<file path="config.mk">
export PLATFORM = sky130hd
export DESIGN_NAME = rs_div_top
export DESIGN_NICKNAME = d
export VERILOG_FILES = /design/src/rs_div_pkg.sv /design/src/rs_div_alloc.sv /design/src/rs_div_entry.sv /design/src/rs_div_issue.sv /design/src/rs_div_top.sv
export SDC_FILE = /design/constraint.sdc
export NUM_CORES = 2
export LEC_CHECK = 0
export BUFFER_PORTS_ARGS = -buffer_cell sky130_fd_sc_hd__buf_4
export CAP_MARGIN = 30
export CORE_MARGIN = 3
export CORE_UTILIZATION = 46
export DETAILED_ROUTE_END_ITERATION = 10
export HOLD_SLACK_MARGIN = 0.06
export SYNTH_ARGS = -nofsm -noshare
export SYNTH_HDL_FRONTEND = slang
export SYNTH_SLANG_ARGS = --single-unit
</file>
<file path="constraint.sdc">
create_clock -name clk -period 4.7 [get_ports clk]
set_input_delay 0.94 -clock clk [delete_from_list [all_inputs] [get_ports clk]]
set_output_delay 0.94 -clock clk [all_outputs]
set_load 0.05 [all_outputs]
</file>
<file path="src/rs_div_pkg.sv">
`default_nettype none

package rs_div_pkg;

    // station geometry
    localparam int RS_DEPTH = 16;
    localparam int PTR_W    = 4;   // log2 of RS_DEPTH, ring wraps on overflow

    // instruction fields
    localparam int PC_W     = 32;
    localparam int TAG_W    = 8;   // physical register tag
    localparam int OP_W     = 4;

    // result broadcast ports from the execution units
    localparam int NUM_WAKE = 4;

endpackage

`default_nettype wire

</file>
<file path="src/rs_div_alloc.sv">
`timescale 1ns/100ps
`default_nettype none

module rs_div_alloc (
    input  wire                                                 clk,
    input  wire                                                 rst_n,
    input  wire                                                 flush,
    input  wire                                                 dispatch_start,
    input  wire [rs_div_pkg::TAG_W-1:0]                         dispatch_src1,
    input  wire [rs_div_pkg::TAG_W-1:0]                         dispatch_src2,
    input  wire [1:0]                                           dispatch_src_ready,
    input  wire [rs_div_pkg::NUM_WAKE-1:0]                      wake_valid,
    input  wire [rs_div_pkg::NUM_WAKE-1:0][rs_div_pkg::TAG_W-1:0] wake_tag,
    output logic [rs_div_pkg::RS_DEPTH-1:0]                     entry_wr,
    output logic                                                wr_ready1,
    output logic                                                wr_ready2
);

    logic [rs_div_pkg::PTR_W-1:0] tail;
    logic                         bypass1;
    logic                         bypass2;

    // next free slot
    always_ff @(posedge clk) begin
        if (!rst_n || flush) begin
            tail <= '0;
        end else if (dispatch_start) begin
            tail <= tail + {{(rs_div_pkg::PTR_W-1){1'b0}}, 1'b1};  // wraps at RS_DEPTH
        end
    end

    // one-hot write select
    always_comb begin
        entry_wr       = '0;
        entry_wr[tail] = dispatch_start;
    end

    // result broadcast in the dispatch cycle itself
    always_comb begin
        bypass1 = 1'b0;
        bypass2 = 1'b0;
        for (int w = 0; w < rs_div_pkg::NUM_WAKE; w++) begin
            if (wake_valid[w] && (wake_tag[w] == dispatch_src1)) begin
                bypass1 = 1'b1;
            end
            if (wake_valid[w] && (wake_tag[w] == dispatch_src2)) begin
                bypass2 = 1'b1;
            end
        end
    end

    assign wr_ready1 = dispatch_src_ready[0] | bypass1;
    assign wr_ready2 = dispatch_src_ready[1] | bypass2;

endmodule

`default_nettype wire

</file>
<file path="src/rs_div_entry.sv">
`timescale 1ns/100ps
`default_nettype none

module rs_div_entry (
    input  wire                                                 clk,
    input  wire                                                 rst_n,
    input  wire                                                 flush,
    input  wire                                                 wr,
    input  wire                                                 clr,
    input  wire [rs_div_pkg::PC_W-1:0]                          wr_pc,
    input  wire [rs_div_pkg::TAG_W-1:0]                         wr_rd,
    input  wire [rs_div_pkg::OP_W-1:0]                          wr_op,
    input  wire [rs_div_pkg::TAG_W-1:0]                         wr_src1,
    input  wire [rs_div_pkg::TAG_W-1:0]                         wr_src2,
    input  wire                                                 wr_ready1,
    input  wire                                                 wr_ready2,
    input  wire [rs_div_pkg::NUM_WAKE-1:0]                      wake_valid,
    input  wire [rs_div_pkg::NUM_WAKE-1:0][rs_div_pkg::TAG_W-1:0] wake_tag,
    output logic                                                busy,
    output logic                                                ready,
    output logic [rs_div_pkg::PC_W-1:0]                         pc,
    output logic [rs_div_pkg::TAG_W-1:0]                        rd,
    output logic [rs_div_pkg::OP_W-1:0]                         op,
    output logic [rs_div_pkg::TAG_W-1:0]                        src1,
    output logic [rs_div_pkg::TAG_W-1:0]                        src2
);

    logic src1_rdy;
    logic src2_rdy;
    logic wake_hit1;
    logic wake_hit2;

    always_comb begin
        wake_hit1 = 1'b0;
        wake_hit2 = 1'b0;
        for (int w = 0; w < rs_div_pkg::NUM_WAKE; w++) begin
            if (wake_valid[w] && (wake_tag[w] == src1)) begin
                wake_hit1 = 1'b1;
            end
            if (wake_valid[w] && (wake_tag[w] == src2)) begin
                wake_hit2 = 1'b1;
            end
        end
    end

    always_ff @(posedge clk) begin
        if (!rst_n || flush) begin
            busy <= 1'b0;
        end else if (wr) begin
            busy <= 1'b1;
        end else if (clr) begin
            busy <= 1'b0;  // issued this edge
        end
    end

    // payload and operand state, masked by busy
    always_ff @(posedge clk) begin
        if (wr) begin
            pc       <= wr_pc;
            rd       <= wr_rd;
            op       <= wr_op;
            src1     <= wr_src1;
            src2     <= wr_src2;
            src1_rdy <= wr_ready1;
            src2_rdy <= wr_ready2;
        end else begin
            if (wake_hit1) src1_rdy <= 1'b1;
            if (wake_hit2) src2_rdy <= 1'b1;
        end
    end

    assign ready = busy & src1_rdy & src2_rdy;

endmodule

`default_nettype wire

</file>
<file path="src/rs_div_issue.sv">
`timescale 1ns/100ps
`default_nettype none

module rs_div_issue (
    input  wire                              clk,
    input  wire                              rst_n,
    input  wire                              flush,
    input  wire [rs_div_pkg::RS_DEPTH-1:0]   entry_busy,
    input  wire [rs_div_pkg::RS_DEPTH-1:0]   entry_ready,
    input  wire [rs_div_pkg::PC_W-1:0]       entry_pc   [rs_div_pkg::RS_DEPTH],
    input  wire [rs_div_pkg::TAG_W-1:0]      entry_rd   [rs_div_pkg::RS_DEPTH],
    input  wire [rs_div_pkg::OP_W-1:0]       entry_op   [rs_div_pkg::RS_DEPTH],
    input  wire [rs_div_pkg::TAG_W-1:0]      entry_src1 [rs_div_pkg::RS_DEPTH],
    input  wire [rs_div_pkg::TAG_W-1:0]      entry_src2 [rs_div_pkg::RS_DEPTH],
    output logic [rs_div_pkg::RS_DEPTH-1:0]  entry_clr,
    output logic                             issue_valid,
    output logic [rs_div_pkg::PC_W-1:0]      issue_pc,
    output logic [rs_div_pkg::TAG_W-1:0]     issue_rd,
    output logic [rs_div_pkg::OP_W-1:0]      issue_op,
    output logic [rs_div_pkg::TAG_W-1:0]     issue_src1,
    output logic [rs_div_pkg::TAG_W-1:0]     issue_src2
);

    logic [rs_div_pkg::PTR_W-1:0] head;
    logic [rs_div_pkg::PTR_W-1:0] scan_idx;
    logic [rs_div_pkg::PTR_W-1:0] sel_idx;
    logic                         sel_found;

    // oldest entry is the one at head
    always_ff @(posedge clk) begin
        if (!rst_n || flush) begin
            head <= '0;
        end else if (!entry_busy[head] && (|entry_busy)) begin
            head <= head + {{(rs_div_pkg::PTR_W-1){1'b0}}, 1'b1};  // skip a drained slot
        end
    end

    // first ready entry in ring order from head
    always_comb begin
        sel_found = 1'b0;
        sel_idx   = '0;
        scan_idx  = '0;
        for (int k = 0; k < rs_div_pkg::RS_DEPTH; k++) begin
            scan_idx = head + k[rs_div_pkg::PTR_W-1:0];  // modulo RS_DEPTH
            if (!sel_found && entry_ready[scan_idx]) begin
                sel_found = 1'b1;
                sel_idx   = scan_idx;
            end
        end
    end

    always_comb begin
        entry_clr          = '0;
        entry_clr[sel_idx] = sel_found;
    end

    // fields stay zero while nothing issues
    always_ff @(posedge clk) begin
        if (!rst_n || flush) begin
            issue_valid <= 1'b0;
            issue_pc    <= '0;
            issue_rd    <= '0;
            issue_op    <= '0;
            issue_src1  <= '0;
            issue_src2  <= '0;
        end else if (sel_found) begin
            issue_valid <= 1'b1;
            issue_pc    <= entry_pc[sel_idx];
            issue_rd    <= entry_rd[sel_idx];
            issue_op    <= entry_op[sel_idx];
            issue_src1  <= entry_src1[sel_idx];
            issue_src2  <= entry_src2[sel_idx];
        end else begin
            issue_valid <= 1'b0;
            issue_pc    <= '0;
            issue_rd    <= '0;
            issue_op    <= '0;
            issue_src1  <= '0;
            issue_src2  <= '0;
        end
    end

endmodule

`default_nettype wire

</file>
<file path="src/rs_div_top.sv">
`timescale 1ns/100ps
`default_nettype none

module rs_div_top (
    input  wire                                                 clk,
    input  wire                                                 rst_n,
    input  wire                                                 flush,
    input  wire                                                 dispatch_start,
    input  wire [rs_div_pkg::PC_W-1:0]                          dispatch_pc,
    input  wire [rs_div_pkg::TAG_W-1:0]                         dispatch_rd,
    input  wire [rs_div_pkg::OP_W-1:0]                          dispatch_op,
    input  wire [rs_div_pkg::TAG_W-1:0]                         dispatch_src1,
    input  wire [rs_div_pkg::TAG_W-1:0]                         dispatch_src2,
    input  wire [1:0]                                           dispatch_src_ready,
    input  wire [rs_div_pkg::NUM_WAKE-1:0]                      wake_valid,
    input  wire [rs_div_pkg::NUM_WAKE-1:0][rs_div_pkg::TAG_W-1:0] wake_tag,
    output logic                                                issue_valid,
    output logic [rs_div_pkg::PC_W-1:0]                         issue_pc,
    output logic [rs_div_pkg::TAG_W-1:0]                        issue_rd,
    output logic [rs_div_pkg::OP_W-1:0]                         issue_op,
    output logic [rs_div_pkg::TAG_W-1:0]                        issue_src1,
    output logic [rs_div_pkg::TAG_W-1:0]                        issue_src2
);

    logic [rs_div_pkg::RS_DEPTH-1:0] entry_wr;
    logic [rs_div_pkg::RS_DEPTH-1:0] entry_clr;
    logic [rs_div_pkg::RS_DEPTH-1:0] entry_busy;
    logic [rs_div_pkg::RS_DEPTH-1:0] entry_ready;
    logic                            wr_ready1;
    logic                            wr_ready2;
    logic [rs_div_pkg::PC_W-1:0]     entry_pc   [rs_div_pkg::RS_DEPTH];
    logic [rs_div_pkg::TAG_W-1:0]    entry_rd   [rs_div_pkg::RS_DEPTH];
    logic [rs_div_pkg::OP_W-1:0]     entry_op   [rs_div_pkg::RS_DEPTH];
    logic [rs_div_pkg::TAG_W-1:0]    entry_src1 [rs_div_pkg::RS_DEPTH];
    logic [rs_div_pkg::TAG_W-1:0]    entry_src2 [rs_div_pkg::RS_DEPTH];

    rs_div_alloc u_alloc (
        .clk                (clk),
        .rst_n              (rst_n),
        .flush              (flush),
        .dispatch_start     (dispatch_start),
        .dispatch_src1      (dispatch_src1),
        .dispatch_src2      (dispatch_src2),
        .dispatch_src_ready (dispatch_src_ready),
        .wake_valid         (wake_valid),
        .wake_tag           (wake_tag),
        .entry_wr           (entry_wr),
        .wr_ready1          (wr_ready1),
        .wr_ready2          (wr_ready2)
    );

    // write fields are shared, entry_wr picks the slot
    for (genvar i = 0; i < rs_div_pkg::RS_DEPTH; i++) begin : g_entry
        rs_div_entry u_entry (
            .clk        (clk),
            .rst_n      (rst_n),
            .flush      (flush),
            .wr         (entry_wr[i]),
            .clr        (entry_clr[i]),
            .wr_pc      (dispatch_pc),
            .wr_rd      (dispatch_rd),
            .wr_op      (dispatch_op),
            .wr_src1    (dispatch_src1),
            .wr_src2    (dispatch_src2),
            .wr_ready1  (wr_ready1),
            .wr_ready2  (wr_ready2),
            .wake_valid (wake_valid),
            .wake_tag   (wake_tag),
            .busy       (entry_busy[i]),
            .ready      (entry_ready[i]),
            .pc         (entry_pc[i]),
            .rd         (entry_rd[i]),
            .op         (entry_op[i]),
            .src1       (entry_src1[i]),
            .src2       (entry_src2[i])
        );
    end

    rs_div_issue u_issue (
        .clk         (clk),
        .rst_n       (rst_n),
        .flush       (flush),
        .entry_busy  (entry_busy),
        .entry_ready (entry_ready),
        .entry_pc    (entry_pc),
        .entry_rd    (entry_rd),
        .entry_op    (entry_op),
        .entry_src1  (entry_src1),
        .entry_src2  (entry_src2),
        .entry_clr   (entry_clr),
        .issue_valid (issue_valid),
        .issue_pc    (issue_pc),
        .issue_rd    (issue_rd),
        .issue_op    (issue_op),
        .issue_src1  (issue_src1),
        .issue_src2  (issue_src2)
    );

endmodule

`default_nettype wire

</file>
==> impl_metrics.toml <==
[grt]
grt_pass1_vias = 40800
overflow = 0
grtUsageTotal_pct = 30.9
grt_util_met3_pct = 5.56
met2_usage_pct = 46.9
antenna_found_initial = 5
grt_first_pass_wirelength_um = 295000
met1_usage_pct = 42.9
grt_start_max_net_pins = 69
grt.busiest_layer = "met2"

[critical_path]
path_max_fanout = 7
worstPathArrival_ns = 5.45
critPathCaptureType = "register"
startpoint_type = "register"
crit_required_ns = 5.36
critical_path_class = "reg -> reg"
reg2reg_depth = 16

[outcome]
status = "finished with violations"
violations = "setup timing"

[sta]
rsz0062_at_grt = "true"
worst_slack_ns = -0.0934
post-route-min-period_ns = 4.79
hold_violations = 0
skew_ns = 0.0620
drv_slew = 0
finalCritPeriodShare_pct = 102
worst_slew_pin_slew_ns = 1.05
fmax_mhz = 209
slew_headroom_pct = 29.8
setup_viol = 42

[synthesis]
yosysSeqAreaShare_pct = 54.3
synth_edf_count = 992
synthCells = 4779
synth_area_leaders = "edfxtp_1 51%, xor2_1 12%, a211oi_1 5.2%"
synth_area_sq_um = 58000
synth_flop_cell = "edfxtp_1"
synth.distinct_cells = 79
synthArstFlopShare_pct = 0
ys_ff_latch = 1077
synth_top_area_share_pct = 51.3
syn-num-nets = 4892
yosys_warnings = 0
postSynthAreaPerCell_sq_um = 12.1
yosysTopAreaCell = "edfxtp_1"

[place]
portBuffers = 162
gp_congestion = 0.945
post_dp_cell_area_sq_um = 63000
dp_hpwl_um = 126000

[floorplanning]
coreArea_sq_um = 124000
die_h_um = 361
ios = 163
die_x_um = 361
num_rows = 129
die-area_sq_um = 130000
start_util_pct = 46.6

[cells_and_area]
area_growth_pct = 18.8
drive_gt1_share_pct = 22.0
final_util_pct = 55.4
final_nets = 5022
fin_area_sq_um = 68900

[worst_hold_path]
hold_depth = 1
holdCritPathClass = "in -> reg"

[pwr]
p_leak_uw = 0.0239
peakVddDrop_mv = 0.366
p_per_area_nw_per_um2 = 332

[routing]
dr.first_iter.drc_count = 5478
dr.pass1.iters = 8
detail-route-antenna-nets = 0
via_per_inst = 6.40
wl_per_cell_um = 31.5
vias = 42500
wl_um = 210000
drcViolationCount = 0

[clock_network]
clock_latency_ns = 0.79
cts_buffers = 114
clk_pin_slew_ns = 0.06
cts_tree = "built"
cts.sink_count = 1077
htreeDepth = 3
cts-root-buf = "clkbuf_16"
cts.path.max_buffers = 3

[job]
drv_cap = 0
layer usage:
layer,vias to the layer above,wire length (um)
li1,18100,-
met1,21500,85000
met2,2457,92800
met3,552,20900
met4,4,11000
met5,-,50
layout make-up:
| cell class | instances | area, sq um |
|---|---|---|
| fill | 10200 | 55500 |
| sequential | 1077 | 31500 |
| multi-input combinational | 3062 | 25300 |
| timing repair buffer | 629 | 6030 |
| clock buffer | 156 | 3190 |
| tap | 1637 | 2050 |
| clock inverter | 62 | 742 |
| inverter | 25 | 139 |
| antenna | 1 | 2.50 |
sequential cells by signal, indices dropped and copies added (netlist names), 4 cells and up:
register                  flops
g_entry.u_entry.busy         16
g_entry.u_entry.op           64
g_entry.u_entry.pc          512
g_entry.u_entry.rd          128
g_entry.u_entry.src1        128
g_entry.u_entry.src1_rdy     16
g_entry.u_entry.src2        128
g_entry.u_entry.src2_rdy     16
u_alloc.tail                  4
u_issue.head                  4
u_issue.issue_op              4
u_issue.issue_pc             32
u_issue.issue_rd              8
u_issue.issue_src1            8
u_issue.issue_src2            8
synth_stat cells, drive strengths merged, types with 83 or more instances:
| cell type | count |
|---|---|
| edfxtp | 992 |
| xor2 | 766 |
| clkbuf | 441 |
| a211oi | 402 |
| xnor2 | 341 |
| mux2i | 266 |
| and3 | 227 |
| buf | 176 |
| nor4 | 169 |
| nand4 | 142 |
| nand3 | 123 |
| dfxtp | 85 |
| nand2 | 83 |
power by group:
part / internal (uW) / switching, uW
Clock: 5440 / 3940
Combinational: 1110 / 1770
Sequential: 10500 / 61.4
Total: 17100 / 5780
cell families after synthesis:
logic type      Yosys count  synth area share (%)
flops                  1077                  54.3
xor+xnor               1107                  16.8
compound gates          687                  8.77
fa+ha+maj                11                 0.237
buf+inv                 642                  4.58
mux                     321                  6.11
simple gates            934                  9.30
critical path, stage by stage (launching register included):
cell	delay, ns
edfxtp_1	0.44
nand3_1	0.30
a22oi_1	0.26
a31oi_1	0.19
nor4_1	0.90
nor2_1	0.18
buf_4	0.21
nand3_1	0.11
o2111ai_4	0.15
o311ai_4	0.37
buf_12	0.21
nand2_8	0.16
buf_12	0.19
buf_12	0.14
a211oi_1	0.36
a211oi_1	0.13
or4_1	0.40
through the flow:
step	std cells	total power, uW	hold WS (ns)	setup WS (ns)	TNS, ns
floorplan	4779	12300	0.486	0.00962	0
global placement	6381	13300	0.534	-0.327	-12.57
detailed placement	6381	13300	0.541	-0.407	-17.91
CTS	6607	22700	0.420	-0.00269	-0.00269
global route	6648	23500	0.463	-0.166	-5.30
finish	6649	22900	0.478	-0.0934	-1.43
cells in the final DEF, fill, tap and decap left out, drive strengths merged, types with 5 or more instances in the layout:
master    netlist  routed
dfxtp          85      85
ha             11      11
buf           176     620
o221ai          5       5
xor2          766     766
mux4           23      23
a211o          28      28
a21boi          6       6
nand4         142     142
clkinv          0      36
mux2i         266     266
bufinv          0      12
o22ai           5       5
nor2b           6       6
a31oi          51      51
clkbuf        441     165
nand3         123     123
and3          227     227
a32oi           5       5
a211oi        402     402
clkinvlp        0       6
a41oi           6       6
nor2           40      40
edfxtp        992     992
o211ai         35      35
o2111ai        10      10
nand2          83      85
xnor2         341     341
a2111oi        26      26
mux2           32      32
nor3           76      76
and2            7       7
nor4          169     169
or4            35      35
inv            25      33
a21oi          31      31
o21ai          37      37
nor3b           5       5
path summary, 6_finish.rpt:
path | startpoint | slack, ns | to
min reg2reg | g_entry[12].u_entry.busy | 0.55 | g_entry[12].u_entry.busy
max | g_entry[2].u_entry.src2_rdy | -0.09 | u_issue.issue_src1[5]
min | dispatch_pc[5] | 0.48 | g_entry[7].u_entry.pc[5]
max reg2reg | g_entry[2].u_entry.src2_rdy | -0.09 | u_issue.issue_src1[5]
repair_timing:
action / 4_1_cts / 5_1_grt
hold buffers: 0 / 0
cloned: 2 / 12
resized for setup: 33 / 261
setup endpoints to repair: 67 / 71
pin swaps: 5 / 51
setup buffers: 6 / 31
No activity file was read; power rests on OpenSTA's default activity.
